### src/verilog/tester_pkg.sv
package tester_pkg;

  // test order, first to last
  typedef enum logic [2:0] {
    pattern_zeros       = 3'd0,
    pattern_ones        = 3'd1,
    pattern_checker     = 3'd2,
    pattern_inv_checker = 3'd3,
    pattern_addr        = 3'd4,
    pattern_inv_addr    = 3'd5
  } pattern_kind_e;

  // sequencer states
  typedef enum logic [2:0] {
    state_start      = 3'd0,
    state_writing    = 3'd1,
    state_write_hold = 3'd2,
    state_reading    = 3'd3,
    state_read_hold  = 3'd4,
    state_done       = 3'd5,
    state_halt       = 3'd6
  } tester_state_e;

  typedef struct packed {
    logic          done;
    logic          pass;
    pattern_kind_e kind;
  } test_status_t;

endpackage

### src/verilog/pattern_generator.sv
`timescale 1ns/1ps

module pattern_generator #(
  parameter int ADDR_BITS = 20,
  parameter int DATA_BITS = 16
) (
  input  logic                      clk,
  input  logic                      reset,
  input  logic                      restart,
  input  logic                      advance,
  input  logic [ADDR_BITS-1:0]      addr,
  output logic [DATA_BITS-1:0]      data,
  output tester_pkg::pattern_kind_e kind,
  output logic                      last
);

  import tester_pkg::*;

  logic [DATA_BITS-1:0] base_word;
  logic                 invert;

  // current pattern kind
  always_ff @(posedge clk or posedge reset) begin
    if (reset) begin
      kind <= pattern_zeros;
    end else if (restart) begin
      kind <= pattern_zeros;
    end else if (advance) begin
      if (kind == pattern_inv_addr) begin
        kind <= pattern_zeros;
      end else begin
        kind <= pattern_kind_e'(kind + 3'd1);
      end
    end
  end

  // uninverted word for the kind, inverse kinds share it
  always_comb begin
    base_word = '0;
    invert    = 1'b0;
    case (kind)
      pattern_ones, pattern_inv_checker, pattern_inv_addr: invert = 1'b1;
      default: invert = 1'b0;
    endcase
    case (kind)
      pattern_checker, pattern_inv_checker: begin
        // odd bits set on even addresses, swapped on odd ones
        for (int i = 0; i < DATA_BITS; i++) begin
          base_word[i] = addr[0] ^ (i % 2 == 1);
        end
      end
      pattern_addr, pattern_inv_addr: base_word = DATA_BITS'(addr);
      default: base_word = '0;
    endcase
  end

  assign data = invert ? ~base_word : base_word;
  assign last = (kind == pattern_inv_addr);

endmodule

### config.mk
export PLATFORM = sky130hd
export DESIGN_NAME = pattern_generator
export DESIGN_NICKNAME = d
export VERILOG_FILES = /design/src/verilog/tester_pkg.sv /design/src/verilog/pattern_generator.sv
export SDC_FILE = /design/constraint.sdc
export NUM_CORES = 1
export LEC_CHECK = 0
export ABC_AREA = 1
export ABC_CLOCK_PERIOD_IN_PS = 1900
export BUFFER_PORTS_ARGS = -buffer_cell sky130_fd_sc_hd__buf_2
export CAP_MARGIN = 15
export CORE_MARGIN = 3
export CORE_UTILIZATION = 38
export CTS_CLUSTER_DIAMETER = 30
export CTS_CLUSTER_SIZE = 10
export DETAILED_ROUTE_END_ITERATION = 10
export PLACE_DENSITY = 0.73
export SLEW_MARGIN = 10
export SYNTH_ARGS = -nofsm -noshare
export SYNTH_HDL_FRONTEND = slang
export SYNTH_SLANG_ARGS = --single-unit
### constraint.sdc
create_clock -name clk -period 1.9 [get_ports clk]
set_clock_uncertainty 0.2 [all_clocks]
set_input_delay 0.19 -clock clk [delete_from_list [all_inputs] [get_ports clk]]
set_output_delay 0.19 -clock clk [all_outputs]
set_load 0.005 [all_outputs]
==> results.yml, run 1 <==
clock_network:
  cts_tree: "built"
  htree_levels: 1
  cts_made_buffers: 3
  clk_latency_ps: 250
  clock-root-buffer: "clkbuf_4"
  clock-sinks: 3
  cts_buffer_depth: 2
  clkTransAtPathRegs_ps: 40
setup_path:
  rr_startpoint: "kind[1]$_DFFE_PP0P_"
  arrival_ps: 1560
  crit_fanout: 8
  reg2regPathDepth: 6
  worstSetupStartpointType: "flip-flop"
  worstPathRequired_ps: 1510
  setup.worst_path.class: "reg2out"
  worst_r2r_endpoint: "kind[2]$_DFFE_PP0P_"
  cp-startpoint: "kind[1]$_DFFE_PP0P_"
  r2r_slack_ps: 570
  end_kind: "output pin"
  crit_end: "data[5]"
final_layout:
  top_regs: "kind (3)"
  nets: 196
  n_fill_cell: 122
  multi_input_area_um2: 674
  regMostFlops: "kind"
  area_growth_pct: 81.5
  num_antenna_cells: 0
  final_area_mm2: 0.00114
  drive_gt1_share_pct: 57.6
  largest_reg_flops: 3
  ff_latch_area_um2: 77.6
status:
  status: "complete, but fails checks"
  violations: "setup timing"
synthesis:
  synthCells: 117
  synth_ff_type: "dfrtp_1"
  synth-edff-count: 0
  synthArstFlopShare_pct: 100
  syn-cell-area_um2: 628
  synth_most_common_cell: "nand2_1"
  avgSynthCellArea_um2: 5.37
  syn-num-nets: 142
  ys_top_cells_by_count: "nand2_1, nand3_1, nand2_2, inv_1"
  ys_top_cells_by_area: "nand2_1, nand3_1, dfrtp_1, nand2_2, buf_6"
  ys_ff_latch: 3
  synth.distinct_cells: 17
  yosysTopAreaCellShare_pct: 37.1
  seq_area_frac_synth_pct: 12.0
  synth_top_cell_by_area: "nand2_1"
  ys_warn_count: 0
placed_design:
  place_area_um2: 813
  hpwl_mm: 1.26
  io_buffers: 39
  gp_congestion: 0.666
sta:
  slew_violations: 0
  worst_slew_pin_slew_ps: 316
  slew_headroom_pct: 78.9
  period_minus_slack_ps: 1950
  fmax_ghz: 0.513
  final-setup-viol-count: 15
  hold_viol_final: 0
  fin_ws_ps: -49.8
  min_period_over_period_pct: 103
  rsz0062_at_grt: "true"
  setup_tns_ps: -269
  hold_ws_ps: 156
global_routing:
  grt_max_degree: 17
  antenna_found_initial: 0
  overflow: 0
  grtUsageTotal_pct: 19.8
  grt_pass1_vias: 766
  grt_pass1_wl_mm: 3.12
power_and_ir_drop:
  clkPwrFrac_pct: 27.7
  power.leakage_uw: 0.000669
  p_switching_uw: 177
  power.total_uw: 433
  combPwrFrac_pct: 55.3
  p_per_area_mw_per_mm2: 379
  p_sw_share_pct: 41.0
  vdd_drop_max_mv: 0.394
  intPower_uw: 255
  pwr-share-seq_pct: 17.0
worst_hold_path:
  hold_class: "in2async"
drt:
  vias: 941
  antenna_left: 0
  vias_per_cell: 5.06
  drt_iter0_drc: 13
  drc: 0
  first_pass_iters: 4
  wire_per_inst_um: 12.9
  finalWirelength_mm: 2.41
floorplan:
  die_area_mm2: 0.00218
  die_x_um: 46.7
  die_h_um: 46.7
  fp-row-count: 14
  num_io_pins: 44
  core_mm2: 0.00152
  start_util_pct: 41.2
job:
  drv_cap: 0
## power by group through the flow
stage / combinational (uW) / clock [uW] / sequential [uW]
finish: 239 / 120 / 73.3
global route: 263 / 129 / 74.0
CTS: 204 / 123 / 71.8
detailed placement: 173 / 0 / 72.6
global placement: 169 / 0 / 72.7
floorplan: 98.3 / 0 / 75.4
## worst min-delay path by stage
stage               cells past startpoint             endpoint   from  slack [ps]
global route                            3  kind[0]$_DFFE_PP0P_  reset         180
global placement                        2  kind[0]$_DFFE_PP0P_  reset        -150
finish                                  3  kind[2]$_DFFE_PP0P_  reset         160
CTS                                     3  kind[2]$_DFFE_PP0P_  reset         150
detailed placement                      2  kind[2]$_DFFE_PP0P_  reset        -140
floorplan                               1  kind[0]$_DFFE_PP0P_  reset        -260
## logic make-up (layout without fill, tap and decap cells)
| logic type | after synthesis | count (layout) | synth area share [%] |
|---|---|---|---|
| flops | 3 | 3 | 12.0 |
| simple gates | 96 | 99 | 67.7 |
| buf+inv | 14 | 64 | 13.7 |
| compound gates | 3 | 3 | 4.58 |
| fa+ha+maj | 1 | 1 | 1.99 |
## layout by cell type (no fill, tap or decap)
master,instances
nand2_1,41
buf_2,39
nand2_2,25
nand3_1,17
nand2_8,7
buf_4,7
inv_2,3
inv_1,3
inv_4,3
clkbuf_4,3
dlygate4sd3_1,3
nor2_1,2
nand3_4,2
nand2_4,2
dfrtp_2,2
buf_6,2
nand4_1,1
a21oi_1,1
nor3b_1,1
nor2_2,1
a21oi_4,1
o31ai_1,1
ha_4,1
clkbuf_1,1
dfrtp_1,1
## worst max-delay path: stages, from the launching register on
cell	delay [ps]
dfrtp_2	450
nand2_2	80
inv_2	40
ha_4	150
inv_4	70
nand2_8	110
nand2_8	120
nand2_2	50
nand2_1	60
nand2_1	60
buf_2	130
## layout make-up
cell class,count,share of cell area [%]
repair buffers,51,26.3
multi-input cells,103,59.2
inverters,9,3.62
well taps,16,1.76
clock buffers,4,2.31
flip-flops and latches,3,6.81
## per-stage QoR
stage | setup slack, ps | std cells | util [%]
final | -49.8 | 186 | 74.8
after global routing | -140 | 186 | 74.8
after CTS | -17.8 | 185 | 64.3
after detailed placement | 102 | 170 | 53.4
after global placement | 134 | 170 | 53.4
after floorplan | 278 | 117 | -
## metal layers
metal | GRT usage, % | up-vias | routed length (um)
met5 | 0 | - | 0
met4 | 6.63 | 0 | 48
met2 | 37.6 | 31 | 1360
met1 | 22.4 | 427 | 877
met3 | 2.34 | 5 | 123
li1 | - | 478 | -
## timing repair
item / in CTS / in global routing
gates resized for setup: 16 / 35
hold buffers: 3 / 0
pin swaps: 10 / 13
setup endpoints to repair: 16 / 16
endpoints found under the hold margin: 6 / 0
setup buffers: 5 / 1
cloned: 3 / 0
No activity file was read; power rests on OpenSTA's default activity.
==> inputs of run 2 (changes only) <==
- REMOVE_ABC_BUFFERS: not set -> 1
- SETUP_SLACK_MARGIN: not set -> 0.4
==> results.yml, run 2 (synthesized netlist as in run 1, its figures left out) <==
floorplan:
  start_util_pct: 41.2
  fp-row-count: 14
  die_h_um: 46.7
  die_x_um: 46.7
  num_io_pins: 44
  die_area_mm2: 0.00218
  core_mm2: 0.00152
global_routing:
  grt_pass1_vias: 794
  grtUsageTotal_pct: 20.9
  grt_pass1_wl_mm: 3.37
  overflow: 0
  antenna_found_initial: 0
  grt_max_degree: 17
final_layout:
  top_regs: "kind (3)"
  final_cell_count_no_fill: 189
  regMostFlops: "kind"
  area_growth_pct: 82.7
  nets: 199
  num_antenna_cells: 0
  drive_gt1_share_pct: 54.9
  mostFrequentLayoutCells: "nand2_1, buf_2, nand2_2, nand3_1, buf_4"
  n_fill_cell: 127
  layout_commonest_cell: "nand2_1"
  largest_reg_flops: 3
setup_path:
  cpMaxStageDelayCell: "dfrtp_1"
  crit_buf_inv: 2
  cp-startpoint: "kind[1]$_DFFE_PP0P_"
  cpPeakStageDelay_ps: 390
  path_cells: "buf_6 > nor2_4 > nand2_4 > nand2_8 > nand2_2 > nand2_2 > nand2_1 > nand2_1 > buf_2"
  worstSetupStartpointType: "flip-flop"
  rr_startpoint: "kind[1]$_DFFE_PP0P_"
  crit_fanout: 8
  cp_top_family: "simple AND/OR/NAND/NOR gates"
  end_kind: "output pin"
  setup.worst_path.class: "reg2out"
  worstPathRequired_ps: 1510
  arrival_ps: 1520
  r2r_slack_ps: 520
clock_network:
  clk_latency_ps: 230
  clock-sinks: 3
  clock-root-buffer: "clkbuf_4"
  cts_buffer_depth: 2
  cts_made_buffers: 3
  htree_levels: 1
  clkTransAtPathRegs_ps: 40
  cts_tree: "built"
sta:
  hold_viol_final: 0
  slew_violations: 0
  hold_ws_ps: 176
  fin_ws_ps: -10.5
  worst_slew_pin_slew_ps: 314
  final-setup-viol-count: 1
  rsz0062_at_grt: "true"
  min_period_over_period_pct: 101
  slew_headroom_pct: 79.0
  period_minus_slack_ps: 1910
  fmax_ghz: 0.523
placed_design:
  gp_congestion: 0.802
  place_inst: 170
  dp_slack_ps: 91.3
  hpwl_mm: 1.32
  io_buffers: 39
worst_hold_path:
  hold_class: "in2async"
power_and_ir_drop:
  p_sw_share_pct: 39.5
  power.total_uw: 426
  pwr-share-seq_pct: 16.7
  intPower_uw: 258
  p_switching_uw: 168
  combPwrFrac_pct: 56.6
  vdd_drop_max_mv: 0.476
  clkPwrFrac_pct: 26.7
  p_per_area_mw_per_mm2: 371
  power.leakage_uw: 0.000684
job:
  drv_cap: 0
drt:
  wire_per_inst_um: 12.5
  finalWirelength_mm: 2.36
  drt_iter0_drc: 16
  vias: 973
  drc: 0
  antenna_left: 0
  vias_per_cell: 5.15
  first_pass_iters: 4
status:
  status: "complete, but fails checks"
  violations: "setup timing"
## run 2: worst paths after layout
| path | endpoint | cells past startpoint |
|---|---|---|
| worst min-delay path | kind[1]$_DFFE_PP0P_ | 3 |
| worst max register to register | kind[2]$_DFFE_PP0P_ | 6 |
| worst min register to register | kind[1]$_DFFE_PP0P_ | 3 |
| min in group clk | kind[1]$_DFFE_PP0P_ | 3 |
| max in group asynchronous | kind[2]$_DFFE_PP0P_ | 3 |
| worst max-delay path | data[13] | 9 |
## run 2: area by class of cell
| class | count | area, um2 | area share [%] |
|---|---|---|---|
| clock buffers | 4 | 26.3 | 2.29 |
| inverters | 9 | 41.3 | 3.60 |
| multi-input cells | 103 | 651 | 56.7 |
| flip-flops and latches | 3 | 76.3 | 6.65 |
| well taps | 16 | 20.0 | 1.74 |
| repair buffers | 54 | 333 | 29.0 |
## run 2: metal layers
layer,GRT usage (%),wire (um)
met2,36.3,1280
met4,5.52,11
met5,0,0
met1,26.8,877
met3,2.73,184
## run 2: worst reg2reg max path, cell delays in order, from the launching register on
cell and delay, ps:
dfrtp_1 390, buf_6 150, inv_4 60, nand3_4 130, buf_6 170, nand3_1 60
o31ai_1 80
## run 2: repair_timing
item / 4_1_cts / 5_1_grt
resized for setup: 23 / 23
pin swaps: 11 / 6
hold endpoints to repair: 6 / 0
cloned: 3 / 0
setup buffers: 9 / 0
setup endpoints to repair: 17 / 17
hold buffers: 3 / 0
## run 2: stage by stage
stage          setup TNS [ps]  utilization, %  cell area, um2
2_1_floorplan               0               -             576
5_1_grt                 -1120            75.3            1150
4_1_cts                     0            68.0            1040
3_3_place_gp                0            53.4             813
3_5_place_dp                0            53.4             813
6_report                -10.5            75.3            1150
## run 2: power groups by stage
| stage | Combinational (uW) | Clock, uW | Sequential [uW] |
|---|---|---|---|
| 6_report | 241 | 114 | 71.1 |
| 5_1_grt | 266 | 129 | 71.6 |
| 4_1_cts | 217 | 117 | 71.1 |
| 3_5_place_dp | 174 | 0 | 72.7 |
| 3_3_place_gp | 170 | 0 | 72.2 |
| 2_1_floorplan | 87.0 | 0 | 75.4 |
